**src/logic/exu_pkg.sv**
```systemverilog
package exu_pkg;

    localparam int XLEN = 32;

    // widths with a meaning of their own
    typedef logic [XLEN-1:0] xlen_t;      // data and operands
    typedef logic [31:0]     pc_t;        // instruction address
    typedef logic [4:0]      reg_addr_t;  // destination register
    typedef logic [3:0]      inst_id_t;   // commit id, echoed with results
    typedef logic [1:0]      dec_grp_t;   // decode group
    typedef logic [3:0]      dec_op_t;    // operation inside a group

    // decode groups
    localparam dec_grp_t DEC_GRP_ALU    = 2'd0;
    localparam dec_grp_t DEC_GRP_BJP    = 2'd1;
    localparam dec_grp_t DEC_GRP_MULDIV = 2'd2;

    // alu operations
    localparam dec_op_t ALU_OP_ADD  = 4'd0;
    localparam dec_op_t ALU_OP_SUB  = 4'd1;
    localparam dec_op_t ALU_OP_AND  = 4'd2;
    localparam dec_op_t ALU_OP_OR   = 4'd3;
    localparam dec_op_t ALU_OP_XOR  = 4'd4;
    localparam dec_op_t ALU_OP_SLL  = 4'd5;
    localparam dec_op_t ALU_OP_SRL  = 4'd6;
    localparam dec_op_t ALU_OP_SRA  = 4'd7;
    localparam dec_op_t ALU_OP_SLT  = 4'd8;
    localparam dec_op_t ALU_OP_SLTU = 4'd9;
    localparam dec_op_t ALU_OP_LUI  = 4'd10;  // passes operand 2

    // branch and jump operations
    localparam dec_op_t BJP_OP_BEQ  = 4'd0;
    localparam dec_op_t BJP_OP_BNE  = 4'd1;
    localparam dec_op_t BJP_OP_BLT  = 4'd2;
    localparam dec_op_t BJP_OP_BGE  = 4'd3;
    localparam dec_op_t BJP_OP_BLTU = 4'd4;
    localparam dec_op_t BJP_OP_BGEU = 4'd5;
    localparam dec_op_t BJP_OP_JAL  = 4'd6;
    localparam dec_op_t BJP_OP_JALR = 4'd7;

    // M extension
    // bit 2 marks a divide, then bit 1 selects remainder and bit 0 unsigned
    localparam dec_op_t MD_OP_MUL    = 4'd0;
    localparam dec_op_t MD_OP_MULH   = 4'd1;
    localparam dec_op_t MD_OP_MULHSU = 4'd2;
    localparam dec_op_t MD_OP_MULHU  = 4'd3;
    localparam dec_op_t MD_OP_DIV    = 4'd4;
    localparam dec_op_t MD_OP_DIVU   = 4'd5;
    localparam dec_op_t MD_OP_REM    = 4'd6;
    localparam dec_op_t MD_OP_REMU   = 4'd7;

    // divider sequencing
    typedef enum logic [1:0] {
        IDLE,
        RUN,
        DONE
    } div_state_t;

endpackage
```
**src/logic/exu.sv**
```systemverilog
`timescale 1ns/1ps

module exu (
    input  logic               clk_i,
    input  logic               rst_i,
    input  logic               issue_valid_i,
    input  exu_pkg::dec_grp_t  grp_i,
    input  exu_pkg::dec_op_t   op_i,
    input  logic               use_imm_i,
    input  exu_pkg::pc_t       pc_i,
    input  exu_pkg::xlen_t     imm_i,
    input  exu_pkg::xlen_t     rs1_rdata_i,
    input  exu_pkg::xlen_t     rs2_rdata_i,
    input  exu_pkg::reg_addr_t rd_i,
    input  exu_pkg::inst_id_t  inst_id_i,
    input  logic               alu_wb_ready_i,
    input  logic               muldiv_wb_ready_i,
    output exu_pkg::xlen_t     alu_wdata_o,
    output logic               alu_we_o,
    output exu_pkg::reg_addr_t alu_waddr_o,
    output exu_pkg::inst_id_t  alu_commit_id_o,
    output exu_pkg::xlen_t     muldiv_wdata_o,
    output logic               muldiv_we_o,
    output exu_pkg::reg_addr_t muldiv_waddr_o,
    output exu_pkg::inst_id_t  muldiv_commit_id_o,
    output logic               stall_o,
    output logic               jump_flag_o,
    output exu_pkg::pc_t       jump_addr_o,
    output logic               muldiv_started_o
);
    import exu_pkg::*;

    logic    alu_req;
    dec_op_t alu_op;
    xlen_t   alu_op1;
    xlen_t   alu_op2;
    logic    alu_stall;

    logic    bjp_req;
    dec_op_t bjp_op;
    xlen_t   bjp_op1;
    xlen_t   bjp_op2;
    pc_t     bjp_base;
    xlen_t   bjp_offset;

    logic    md_req;
    dec_op_t md_op;
    xlen_t   md_op1;
    xlen_t   md_op2;
    logic    md_busy;

    exu_dispatch u_dispatch (
        .issue_valid_i (issue_valid_i),
        .stall_i       (stall_o),
        .grp_i         (grp_i),
        .op_i          (op_i),
        .use_imm_i     (use_imm_i),
        .pc_i          (pc_i),
        .imm_i         (imm_i),
        .rs1_rdata_i   (rs1_rdata_i),
        .rs2_rdata_i   (rs2_rdata_i),
        .alu_req_o     (alu_req),
        .alu_op_o      (alu_op),
        .alu_op1_o     (alu_op1),
        .alu_op2_o     (alu_op2),
        .bjp_req_o     (bjp_req),
        .bjp_op_o      (bjp_op),
        .bjp_op1_o     (bjp_op1),
        .bjp_op2_o     (bjp_op2),
        .bjp_base_o    (bjp_base),
        .bjp_offset_o  (bjp_offset),
        .md_req_o      (md_req),
        .md_op_o       (md_op),
        .md_op1_o      (md_op1),
        .md_op2_o      (md_op2)
    );

    exu_alu u_alu (
        .clk_i       (clk_i),
        .rst_i       (rst_i),
        .req_i       (alu_req),
        .op_i        (alu_op),
        .op1_i       (alu_op1),
        .op2_i       (alu_op2),
        .rd_i        (rd_i),
        .inst_id_i   (inst_id_i),
        .wb_ready_i  (alu_wb_ready_i),
        .wdata_o     (alu_wdata_o),
        .we_o        (alu_we_o),
        .waddr_o     (alu_waddr_o),
        .commit_id_o (alu_commit_id_o),
        .stall_o     (alu_stall)
    );

    // resolves in the issue cycle
    exu_bru u_bru (
        .req_i       (bjp_req),
        .op_i        (bjp_op),
        .op1_i       (bjp_op1),
        .op2_i       (bjp_op2),
        .base_i      (bjp_base),
        .offset_i    (bjp_offset),
        .jump_flag_o (jump_flag_o),
        .jump_addr_o (jump_addr_o)
    );

    exu_muldiv u_muldiv (
        .clk_i       (clk_i),
        .rst_i       (rst_i),
        .req_i       (md_req),
        .op_i        (md_op),
        .op1_i       (md_op1),
        .op2_i       (md_op2),
        .rd_i        (rd_i),
        .inst_id_i   (inst_id_i),
        .wb_ready_i  (muldiv_wb_ready_i),
        .wdata_o     (muldiv_wdata_o),
        .we_o        (muldiv_we_o),
        .waddr_o     (muldiv_waddr_o),
        .commit_id_o (muldiv_commit_id_o),
        .busy_o      (md_busy),
        .started_o   (muldiv_started_o)
    );

    // hold issue on alu back-pressure or an unfinished mul/div
    assign stall_o = alu_stall | md_busy;

endmodule

```
**src/logic/exu_alu.sv**
```systemverilog
`timescale 1ns/1ps

module exu_alu (
    input  logic               clk_i,
    input  logic               rst_i,
    input  logic               req_i,
    input  exu_pkg::dec_op_t   op_i,
    input  exu_pkg::xlen_t     op1_i,
    input  exu_pkg::xlen_t     op2_i,
    input  exu_pkg::reg_addr_t rd_i,
    input  exu_pkg::inst_id_t  inst_id_i,
    input  logic               wb_ready_i,
    output exu_pkg::xlen_t     wdata_o,
    output logic               we_o,
    output exu_pkg::reg_addr_t waddr_o,
    output exu_pkg::inst_id_t  commit_id_o,
    output logic               stall_o
);
    import exu_pkg::*;

    xlen_t      result;
    logic [4:0] shamt;
    xlen_t      wdata_q;
    reg_addr_t  waddr_q;
    inst_id_t   id_q;
    logic       we_q;

    assign shamt = op2_i[4:0];

    always_comb begin
        case (op_i)
            ALU_OP_ADD:  result = op1_i + op2_i;
            ALU_OP_SUB:  result = op1_i - op2_i;
            ALU_OP_AND:  result = op1_i & op2_i;
            ALU_OP_OR:   result = op1_i | op2_i;
            ALU_OP_XOR:  result = op1_i ^ op2_i;
            ALU_OP_SLL:  result = op1_i << shamt;
            ALU_OP_SRL:  result = op1_i >> shamt;
            ALU_OP_SRA:  result = xlen_t'($signed(op1_i) >>> shamt);
            ALU_OP_SLT:  result = {{(XLEN-1){1'b0}}, $signed(op1_i) < $signed(op2_i)};
            ALU_OP_SLTU: result = {{(XLEN-1){1'b0}}, op1_i < op2_i};
            ALU_OP_LUI:  result = op2_i;
            default:     result = '0;
        endcase
    end

    // valid flag, a new request may replace a result consumed this cycle
    always_ff @(posedge clk_i) begin
        if (rst_i) begin
            we_q <= 1'b0;
        end else if (req_i) begin
            we_q <= 1'b1;
        end else if (wb_ready_i) begin
            we_q <= 1'b0;
        end
    end

    always_ff @(posedge clk_i) begin
        if (req_i) begin
            wdata_q <= result;
            waddr_q <= rd_i;
            id_q    <= inst_id_i;
        end
    end

    assign wdata_o     = wdata_q;
    assign we_o        = we_q;
    assign waddr_o     = waddr_q;
    assign commit_id_o = id_q;
    assign stall_o     = we_q & ~wb_ready_i;  // held and not taken

endmodule

```
**src/logic/exu_bru.sv**
```systemverilog
`timescale 1ns/1ps

module exu_bru (
    input  logic             req_i,
    input  exu_pkg::dec_op_t op_i,
    input  exu_pkg::xlen_t   op1_i,
    input  exu_pkg::xlen_t   op2_i,
    input  exu_pkg::pc_t     base_i,
    input  exu_pkg::xlen_t   offset_i,
    output logic             jump_flag_o,
    output exu_pkg::pc_t     jump_addr_o
);
    import exu_pkg::*;

    logic taken;
    logic lt_s;
    logic lt_u;
    pc_t  target;

    assign lt_s = $signed(op1_i) < $signed(op2_i);
    assign lt_u = op1_i < op2_i;

    always_comb begin
        case (op_i)
            BJP_OP_BEQ:  taken = (op1_i == op2_i);
            BJP_OP_BNE:  taken = (op1_i != op2_i);
            BJP_OP_BLT:  taken = lt_s;
            BJP_OP_BGE:  taken = ~lt_s;
            BJP_OP_BLTU: taken = lt_u;
            BJP_OP_BGEU: taken = ~lt_u;
            BJP_OP_JAL,
            BJP_OP_JALR: taken = 1'b1;  // unconditional
            default:     taken = 1'b0;
        endcase
    end

    assign target = base_i + offset_i;

    assign jump_flag_o = req_i & taken;

    // jalr drops the low bit of the sum
    assign jump_addr_o = (op_i == BJP_OP_JALR) ? {target[31:1], 1'b0} : target;

endmodule

```
**src/logic/exu_dispatch.sv**
```systemverilog
`timescale 1ns/1ps

module exu_dispatch (
    input  logic               issue_valid_i,
    input  logic               stall_i,
    input  exu_pkg::dec_grp_t  grp_i,
    input  exu_pkg::dec_op_t   op_i,
    input  logic               use_imm_i,
    input  exu_pkg::pc_t       pc_i,
    input  exu_pkg::xlen_t     imm_i,
    input  exu_pkg::xlen_t     rs1_rdata_i,
    input  exu_pkg::xlen_t     rs2_rdata_i,

    // alu request
    output logic               alu_req_o,
    output exu_pkg::dec_op_t   alu_op_o,
    output exu_pkg::xlen_t     alu_op1_o,
    output exu_pkg::xlen_t     alu_op2_o,

    // branch unit request
    output logic               bjp_req_o,
    output exu_pkg::dec_op_t   bjp_op_o,
    output exu_pkg::xlen_t     bjp_op1_o,
    output exu_pkg::xlen_t     bjp_op2_o,
    output exu_pkg::pc_t       bjp_base_o,
    output exu_pkg::xlen_t     bjp_offset_o,

    // mul/div request
    output logic               md_req_o,
    output exu_pkg::dec_op_t   md_op_o,
    output exu_pkg::xlen_t     md_op1_o,
    output exu_pkg::xlen_t     md_op2_o
);
    import exu_pkg::*;

    logic accept;
    logic is_jump;
    logic is_jalr;

    // the only place where issue is qualified
    assign accept  = issue_valid_i & ~stall_i;
    assign is_jalr = (grp_i == DEC_GRP_BJP) && (op_i == BJP_OP_JALR);
    assign is_jump = is_jalr || ((grp_i == DEC_GRP_BJP) && (op_i == BJP_OP_JAL));

    // jumps also go to the alu for the link value
    assign alu_req_o = accept & ((grp_i == DEC_GRP_ALU) | is_jump);
    assign bjp_req_o = accept & (grp_i == DEC_GRP_BJP);
    assign md_req_o  = accept & (grp_i == DEC_GRP_MULDIV);

    // link address is pc + 4
    assign alu_op_o  = is_jump ? ALU_OP_ADD : op_i;
    assign alu_op1_o = is_jump ? pc_i : rs1_rdata_i;

    always_comb begin
        if (is_jump) begin
            alu_op2_o = 32'd4;
        end else if (use_imm_i) begin
            alu_op2_o = imm_i;
        end else begin
            alu_op2_o = rs2_rdata_i;
        end
    end

    assign bjp_op_o     = op_i;
    assign bjp_op1_o    = rs1_rdata_i;
    assign bjp_op2_o    = rs2_rdata_i;
    assign bjp_base_o   = is_jalr ? rs1_rdata_i : pc_i;  // jalr is register relative
    assign bjp_offset_o = imm_i;

    assign md_op_o  = op_i;
    assign md_op1_o = rs1_rdata_i;
    assign md_op2_o = rs2_rdata_i;

endmodule

```
**src/logic/exu_div.sv**
```systemverilog
`timescale 1ns/1ps

module exu_div (
    input  logic           clk_i,
    input  logic           rst_i,
    input  logic           start_i,
    input  logic           signed_i,
    input  logic           rem_i,
    input  exu_pkg::xlen_t dividend_i,
    input  exu_pkg::xlen_t divisor_i,
    output exu_pkg::xlen_t result_o,
    output logic           valid_o
);
    import exu_pkg::*;

    div_state_t        state_q;
    logic [4:0]        cnt_q;
    xlen_t             quo_q;   // dividend bits shift out, quotient bits in
    xlen_t             rem_q;   // partial remainder
    xlen_t             dsr_q;   // divisor magnitude
    logic              neg_quo_q;
    logic              neg_rem_q;
    logic              rem_sel_q;
    logic              div_zero;
    xlen_t             a_mag;
    xlen_t             b_mag;
    logic [XLEN:0]     shifted;
    logic [XLEN+1:0]   trial;

    assign div_zero = (divisor_i == '0);
    assign a_mag    = (signed_i && dividend_i[XLEN-1]) ? -dividend_i : dividend_i;
    assign b_mag    = (signed_i && divisor_i[XLEN-1]) ? -divisor_i : divisor_i;

    // one restoring step
    assign shifted = {rem_q, quo_q[XLEN-1]};
    assign trial   = {1'b0, shifted} - {2'b00, dsr_q};

    always_ff @(posedge clk_i) begin
        if (rst_i) begin
            state_q <= IDLE;
            cnt_q   <= '0;
        end else begin
            case (state_q)
                IDLE: begin
                    cnt_q <= '0;
                    if (start_i) begin
                        state_q <= div_zero ? DONE : RUN;  // zero divisor skips the loop
                    end
                end
                RUN: begin
                    cnt_q <= cnt_q + 5'd1;
                    if (cnt_q == 5'd31) begin
                        state_q <= DONE;
                    end
                end
                default: state_q <= IDLE;
            endcase
        end
    end

    always_ff @(posedge clk_i) begin
        if (state_q == IDLE && start_i) begin
            dsr_q     <= b_mag;
            rem_sel_q <= rem_i;
            if (div_zero) begin
                quo_q     <= '1;
                rem_q     <= dividend_i;
                neg_quo_q <= 1'b0;
                neg_rem_q <= 1'b0;
            end else begin
                quo_q     <= a_mag;
                rem_q     <= '0;
                neg_quo_q <= signed_i & (dividend_i[XLEN-1] ^ divisor_i[XLEN-1]);
                neg_rem_q <= signed_i & dividend_i[XLEN-1];
            end
        end else if (state_q == RUN) begin
            if (!trial[XLEN+1]) begin
                rem_q <= trial[XLEN-1:0];
                quo_q <= {quo_q[XLEN-2:0], 1'b1};
            end else begin
                rem_q <= shifted[XLEN-1:0];
                quo_q <= {quo_q[XLEN-2:0], 1'b0};
            end
        end
    end

    // min / -1 wraps back to min with these sign rules
    assign result_o = rem_sel_q ? (neg_rem_q ? -rem_q : rem_q)
                                : (neg_quo_q ? -quo_q : quo_q);
    assign valid_o  = (state_q == DONE);

endmodule

```
**src/logic/exu_muldiv.sv**
```systemverilog
`timescale 1ns/1ps

module exu_muldiv (
    input  logic               clk_i,
    input  logic               rst_i,
    input  logic               req_i,
    input  exu_pkg::dec_op_t   op_i,
    input  exu_pkg::xlen_t     op1_i,
    input  exu_pkg::xlen_t     op2_i,
    input  exu_pkg::reg_addr_t rd_i,
    input  exu_pkg::inst_id_t  inst_id_i,
    input  logic               wb_ready_i,
    output exu_pkg::xlen_t     wdata_o,
    output logic               we_o,
    output exu_pkg::reg_addr_t waddr_o,
    output exu_pkg::inst_id_t  commit_id_o,
    output logic               busy_o,
    output logic               started_o
);
    import exu_pkg::*;

    logic                     is_div;
    logic                     a_signed;
    logic                     b_signed;
    logic signed [XLEN:0]     mul_a_q;  // sign or zero extended
    logic signed [XLEN:0]     mul_b_q;
    logic                     mul_hi_q;
    logic                     mul_v_q;
    logic signed [2*XLEN+1:0] product;
    xlen_t                    mul_res;
    xlen_t                    div_result;
    logic                     div_valid;
    xlen_t                    wdata_q;
    reg_addr_t                waddr_q;
    inst_id_t                 id_q;
    logic                     we_q;
    logic                     busy_q;

    assign is_div   = op_i[2];
    assign a_signed = (op_i != MD_OP_MULHU);
    assign b_signed = (op_i == MD_OP_MUL) || (op_i == MD_OP_MULH);

    // stage 1, operand capture
    always_ff @(posedge clk_i) begin
        if (req_i) begin
            mul_a_q  <= {a_signed & op1_i[XLEN-1], op1_i};
            mul_b_q  <= {b_signed & op2_i[XLEN-1], op2_i};
            mul_hi_q <= (op_i != MD_OP_MUL);
        end
    end

    // stage 2 is the multiply itself, landing in the holding register
    assign product = mul_a_q * mul_b_q;
    assign mul_res = mul_hi_q ? product[2*XLEN-1:XLEN] : product[XLEN-1:0];

    exu_div u_div (
        .clk_i      (clk_i),
        .rst_i      (rst_i),
        .start_i    (req_i & is_div),
        .signed_i   (~op_i[0]),
        .rem_i      (op_i[1]),
        .dividend_i (op1_i),
        .divisor_i  (op2_i),
        .result_o   (div_result),
        .valid_o    (div_valid)
    );

    always_ff @(posedge clk_i) begin
        if (rst_i) begin
            mul_v_q <= 1'b0;
            we_q    <= 1'b0;
            busy_q  <= 1'b0;
        end else begin
            mul_v_q <= req_i & ~is_div;
            if (mul_v_q || div_valid) begin
                we_q <= 1'b1;
            end else if (wb_ready_i) begin
                we_q <= 1'b0;
            end
            if (req_i) begin
                busy_q <= 1'b1;
            end else if (we_q && wb_ready_i) begin
                busy_q <= 1'b0;  // released once the result is taken
            end
        end
    end

    // result holding register
    always_ff @(posedge clk_i) begin
        if (mul_v_q) begin
            wdata_q <= mul_res;
        end else if (div_valid) begin
            wdata_q <= div_result;
        end
        if (req_i) begin
            waddr_q <= rd_i;
            id_q    <= inst_id_i;
        end
    end

    assign wdata_o     = wdata_q;
    assign we_o        = we_q;
    assign waddr_o     = waddr_q;
    assign commit_id_o = id_q;
    assign busy_o      = busy_q;
    assign started_o   = req_i;

endmodule

```
**config.mk**
```make
export PLATFORM = sky130hd
export DESIGN_NAME = exu
export DESIGN_NICKNAME = d
export VERILOG_FILES = /design/src/logic/exu_pkg.sv /design/src/logic/exu.sv /design/src/logic/exu_alu.sv /design/src/logic/exu_bru.sv /design/src/logic/exu_dispatch.sv /design/src/logic/exu_div.sv /design/src/logic/exu_muldiv.sv
export SDC_FILE = /design/constraint.sdc
export NUM_CORES = 2
export LEC_CHECK = 0
export ABC_AREA = 1
export BUFFER_PORTS_ARGS = -buffer_cell sky130_fd_sc_hd__buf_2
export CORE_MARGIN = 4
export CORE_UTILIZATION = 35
export CTS_CLUSTER_DIAMETER = 50
export DETAILED_ROUTE_END_ITERATION = 16
export SYNTH_ARGS = -nofsm -noshare
export SYNTH_HDL_FRONTEND = slang
export SYNTH_HIERARCHICAL = 1
export SYNTH_SLANG_ARGS = --single-unit
```
**constraint.sdc**
```tcl
create_clock -name clk_i -period 8.5 [get_ports clk_i]
set_input_delay 0.425 -clock clk_i [delete_from_list [all_inputs] [get_ports clk_i]]
set_output_delay 0.425 -clock clk_i [all_outputs]
set_load 0.005 [all_outputs]
```
=== Word-level counts from Yosys, hierarchy flattened ===
Index checks and enable logic that the tools add are counted.

* Register bits after elaboration: 259
* Input port bits: 149
* Word-level logic and storage cells: 147

* Add/sub/neg operators: 9
* Multipliers: 1
* $lt $le $gt $ge: 4
* Equal/unequal tests: 27
* Shifts and indexed selects: 3
* Multiplexer cells: 35
* Bitwise operators: 24
* Reductions and logical operators: 23

{| class="wikitable"
|+ Operators with widths
! kind !! count
|-
| $mux 32 || 19
|-
| $pmux 32 s11 || 1
|-
| $lt 32x32->1 || 4
|-
| $neg 32->32 || 4
|-
| $add 32x32->32 || 2
|-
| $mul 33x33->64 || 1
|-
| $sub 33x32->34 || 1
|-
| $and 32x32->32 || 1
|-
| $eq 32x32->1 || 1
|-
| $eq 4x3->1 const B || 8
|-
| $logic_not 32->1 || 1
|-
| $ne 32x32->1 || 1
|-
| $or 32x32->32 || 1
|-
| $shl 32x5->32 || 1
|-
| $shr 32x5->32 || 1
|-
| $sshr 32x5->32 || 1
|-
| $sub 32x32->32 || 1
|-
| $xor 32x32->32 || 1
|-
| $eq 4x2->1 const B || 4
|-
| $and 1x1->1 || 12
|-
| $eq 4x4->1 const B || 3
|-
| $reduce_bool 2->1 || 6
|-
| $pmux 5 s2 || 1
|-
| $eq 4x1->1 const B || 2
|-
| other kinds (21) || 48
|}

=== Depth between registers and ports, before layout ===
* Depth in word-level cells: 9
* Depth in mapped cells: 36

=== By module ===
Netlist, hierarchy kept.

{| class="wikitable"
|+ Modules (own cells, without submodules)
! module !! times used !! cells each !! area each (sq um) !! sequential area each (sq um)
|-
| exu_muldiv || 1 || 5691 || 45128.3 || 3303.2
|-
| exu_alu || 1 || 2214 || 11853.9 || 1251.2
|-
| exu_div || 1 || 1784 || 11313.4 || 3113.0
|-
| exu_bru || 1 || 473 || 2834.0 || 0.0
|-
| exu_dispatch || 1 || 513 || 2778.9 || 0.0
|-
| exu || 1 || 3 || 11.3 || 0.0
|}

=== Least setup slack after synthesis ===
OpenSTA, ideal clock, no wires.

* Path kind: input -> register
* From: in alu_wb_ready_i
* To: reg u_muldiv.u_div.quo_q[0] (enable)
* Setup time: 423 ps
* Arrival: 8470 ps
* Data required time: 8077 ps
* Slack: -393 ps
* Stages: 14
* Path through: nor2_1 > inv_1 > nand2_1 > nor2_1 > inv_1 > nor3_1 > nand2_1 > inv_1 > inv_1 > nor2_1 > inv_2 > buf_4 > buf_2 > nand2_1

* Longest elaborated chain between the ends: 9

{| class="wikitable"
|+ Ends and longest elaborated chain
! item !! RTL line !! text
|-
| start: declaration || exu.sv:16 || <nowiki>input logic alu_wb_ready_i,</nowiki>
|-
| $not 1->1 || exu_alu.sv:70 || <nowiki>assign stall_o = we_q & ~wb_ready_i;</nowiki>
|-
| $and 1x1->1 || exu_alu.sv:70 ||
|-
| $or 1x1->1 || exu.sv:126 || <nowiki>assign stall_o = alu_stall | md_busy;</nowiki>
|-
| net stall_o || exu.sv:26 || <nowiki>output logic stall_o,</nowiki>
|-
| $not 1->1 || exu_dispatch.sv:41 || <nowiki>assign accept = issue_valid_i & ~stall_i;</nowiki>
|-
| $and 1x1->1 || exu_dispatch.sv:41 ||
|-
| $and 1x1->1 || exu_dispatch.sv:48 || <nowiki>assign md_req_o = accept & (grp_i == DEC_GRP_MULDIV);</nowiki>
|-
| net md_req || exu.sv:46 || <nowiki>logic md_req;</nowiki>
|-
| $and 1x1->1 || exu_muldiv.sv:59 || <nowiki>.start_i (req_i & is_div),</nowiki>
|-
| $logic_and 1x1->1 || exu_div.sv:62 || <nowiki>if (state_q == IDLE && start_i) begin</nowiki>
|-
| $reduce_bool 2->1 (no source line) || - ||
|-
| end signal: assignment || exu_div.sv:71 || <nowiki>quo_q <= a_mag;</nowiki>
|-
| end signal: assignment || exu_div.sv:79 || <nowiki>quo_q <= {quo_q[XLEN-2:0], 1'b1};</nowiki>
|-
| end signal: assignment || exu_div.sv:82 || <nowiki>quo_q <= {quo_q[XLEN-2:0], 1'b0};</nowiki>
|-
| end: declaration || exu_div.sv:18 || <nowiki>xlen_t quo_q;</nowiki>
|}

The timed path passes the listed nets, and every way through them passes these cells.
A chain may end at the register's enable or synchronous reset.

=== Final worst setup path ===
* From: reg u_muldiv.mul_b_q[17]
* To: reg u_muldiv.wdata_q[28], in the netlist u_muldiv/wdata_o[28], data pin

* Longest elaborated chain between the ends: 3

{| class="wikitable"
|+ Ends and longest elaborated chain
! item !! RTL line !! text
|-
| start: declaration || exu_muldiv.sv:26 || <nowiki>logic signed [XLEN:0] mul_b_q;</nowiki>
|-
| start signal: assignment || exu_muldiv.sv:47 || <nowiki>mul_b_q <= {b_signed & op2_i[XLEN-1], op2_i};</nowiki>
|-
| $mul 33x33->64 || exu_muldiv.sv:53 || <nowiki>assign product = mul_a_q * mul_b_q;</nowiki>
|-
| $mux 32 || exu_muldiv.sv:54 || <nowiki>assign mul_res = mul_hi_q ? product[2*XLEN-1:XLEN] : product[XLEN-1:0];</nowiki>
|-
| $mux 32 || exu_muldiv.sv:90 || <nowiki>if (mul_v_q) begin</nowiki>
|-
| end signal: assignment || exu_muldiv.sv:91 || <nowiki>wdata_q <= mul_res;</nowiki>
|-
| end signal: assignment || exu_muldiv.sv:93 || <nowiki>wdata_q <= div_result;</nowiki>
|-
| end: declaration || exu_muldiv.sv:33 || <nowiki>xlen_t wdata_q;</nowiki>
|}

Every way passes these cells.

==> results.toml <==
[global_route]
antenna_found_initial = 26
overflow = 0
grt_start_max_net_pins = 67
gr-usage-all-layers_pct = 24.8
grt_pass1_vias = 66046
grt_pass1_wl_mm = 412

[placed_design]
numPortBuffers = 267
dp_hpwl_mm = 226
place_area_um2 = 76800
place_congestion = 1.03

[worst_setup_path]
cp_common_cell = "inv_1"
critPathMaxStageDelay_ns = 1.09
r2r-start = "u_muldiv/mul_b_q[17]"
r2r_end = "u_muldiv/wdata_o[28]"
crit_slowest_cell = "edfxtp_1"
critPathKind = "flip-flop to flip-flop"
ff2ff_path_depth = 29
crit_start = "u_muldiv/mul_b_q[17]"
crit_arrival_ns = 8.56
cp_max_fo = 22
end_kind = "flip-flop"
r2r_slack_ns = 0.45
startpoint_type = "flip-flop"
endpoint = "u_muldiv/wdata_o[28]"
crit_required_ns = 9.00

[job]
maxCapViolations = 0

[clocking]
cts_root_buffer = "clkbuf_16"
cts_resized = 0
max-clock-path-buffers = 3
cts_sinks = 259
clk_pin_slew_worst_paths_ns = 0.06
cts_buffers = 42
insertion_delay_ns = 0.66
post_cts_buffers = 0
cts_tree = "yes"
holdBufCountCts = 9
cts_max_level = 2

[sta]
fmax_mhz = 124
fin_setup_tns_ns = 0
finalCritPeriodShare_pct = 94.7
rsz0062_at_grt = "no"
min_period_ns = 8.05
hold_viol = 0
slew_violations = 0
setup_viol = 0
skew_ns = 0.0926
tightest_slew_ns = 1.35
slew_headroom_pct = 9.81

[route]
post-route-drc-count = 0
vias_per_cell = 5.08
post_drt_wl_per_cell_um = 20.5
dr.pass1.iters = 8
drt_iter0_drc = 6927
vias = 67898
ant_nets = 0
routed_wl_mm = 275

[yosys]
synth_ff_type = "edfxtp_1"
synth_fp_nets = 12370
synth.largest_area_cell = "fa_1"
synthArstFlopShare_pct = 0
synthTopCellsByArea = "fa_1 (31%), nand2_1 (16%), inv_1 (13%)"
synth-seq-area-share_pct = 10.4
synth_top_area_share_pct = 30.6
yosys_warnings = 6
synth_seq_cells = 259
syn_inst = 10678
synth_area_um2 = 73900
syn_avg_cell_area_um2 = 6.92
synth_edf_count = 248
synth.distinct_cells = 67

[floorplanning]
start_util_pct = 35.2
die-area_um2 = 219000
fp.dieW_um = 468
fp.dieH_um = 468
core_um2 = 210000
io_pins = 268
rows = 168

[final_layout]
layout.nets = 12220
fillerInstances = 22714
area_delta_synth_final_pct = 5.98
final_area_um2 = 78300
drive_above_1_share_pct = 6.87

[min_path]
hold_path.class = "input pin to flip-flop"
min_from = "muldiv_wb_ready_i"

[run_status]
status = "completed"
==> flip-flops by register name, summed over array words and instances (netlist names), 4 cells and up <==
| name | count |
|---|---|
| u_muldiv/u_div/cnt_q | 5 |
| u_muldiv/waddr_o | 5 |
| u_muldiv/u_div/rem_q | 32 |
| u_alu/waddr_o | 5 |
| u_muldiv/commit_id_o | 4 |
| u_muldiv/u_div/dsr_q | 32 |
| u_alu/commit_id_o | 4 |
| u_muldiv/u_div/quo_q | 32 |
| u_alu/wdata_o | 32 |
| u_muldiv/wdata_o | 32 |
| u_muldiv/mul_a_q | 33 |
| u_muldiv/mul_b_q | 33 |
==> worst min path at each step <==
stage / cells after the start / slack, ns / to
6_report: 4 / 0.05 / u_muldiv/we_o
5_1_grt: 4 / 0.07 / u_muldiv/we_o
4_1_cts: 4 / 0.02 / u_muldiv/we_o
3_5_place_dp: 2 / 0.46 / u_muldiv/u_div/cnt_q[4]
3_3_place_gp: 2 / 0.45 / u_muldiv/u_div/cnt_q[4]
2_1_floorplan: 2 / 0.43 / u_muldiv/u_div/cnt_q[4]
==> kinds of logic (layout without fill, tap and decap cells) <==
group | Yosys count | count (layout) | synth area share [%]
xor gates and xnor gates | 103 | 103 | 1.22
buffers and inverters | 3209 | 3092 | 17.7
and+or+nand+nor | 4810 | 4810 | 27.3
other | 0 | 11 | 0
DFF | 259 | 259 | 10.4
adders and majority gates | 1543 | 1543 | 37.6
AOI/OAI and AO/OA | 754 | 754 | 5.79
==> per-stage QoR <==
stage	hold WS [ns]	utilization (%)	instances	setup WS [ns]
after floorplan	0.435	-	10678	1.21
after global placement	0.455	36.6	13280	0.491
after detailed placement	0.459	36.6	13280	0.495
after CTS	0.0202	37.3	13366	0.532
after global routing	0.0669	37.3	13368	0.00938
final	0.0540	37.3	13377	0.448
==> routing by layer <==
metal | up-vias | wire, µm | GRT usage, %
met5 | - | 105 | 0
met4 | 16 | 13500 | 10.3
met3 | 539 | 26400 | 4.31
met2 | 3107 | 121000 | 38.8
met1 | 32893 | 114000 | 33.9
li1 | 31343 | - | -
==> critical path: cells and delay by family, from the launching register on <==
| family | cells | cell delay [ns] |
|---|---|---|
| AO/OA/AOI/OAI | 3 | 0.76 |
| flip-flops | 1 | 1.09 |
| buffers and inverters | 10 | 0.96 |
| adder cells (fa/ha/maj) | 9 | 4.29 |
| AND/OR/NAND/NOR | 7 | 0.81 |
==> cell usage after synthesis (all sizes together) (88+ instances only) <==
cell type and number:
nand2 3178, inv 2591, fa 1129, nand3 746
nor2 614, ha 414, a21oi 328, buf 310
clkbuf 305, o21ai 279, edfxtp 248, nand4 121
nor3 88
==> area by class of cell <==
cell class              instances  area, µm²  share of cell area [%]
clock inverters                32        342                   0.436
inverters                    2594       9740                    12.4
well taps                    2805       3510                    4.48
repair buffers                421       2730                    3.48
flip-flops and latches        259       7670                    9.79
multi-input cells            7210      53300                    68.0
diodes                         11       27.5                  0.0351
clock buffers                  45       1060                    1.36
==> placed cells by master (no fill, tap or decap), drive strengths merged, types with 7 or more instances in the layout <==
cell type	instances
nand4	121
o21bai	24
diode	11
o22ai	47
clkbuf	45
dfxtp	11
edfxtp	248
nand3	746
o31ai	9
buf	412
inv	2602
ha	414
a21oi	328
xor2	76
clkinv	21
dlygate4sd3	9
nor3	88
o211ai	16
a21o	7
o21ai	279
nand3b	15
fa	1129
nand2	3178
and2	14
nor2	614
xnor2	27
a22oi	14
or2	18
a31oi	9
Power is left out: the tool's default activity adds up to more than one toggle a clock period on the data nets, which glitch-free logic cannot reach.
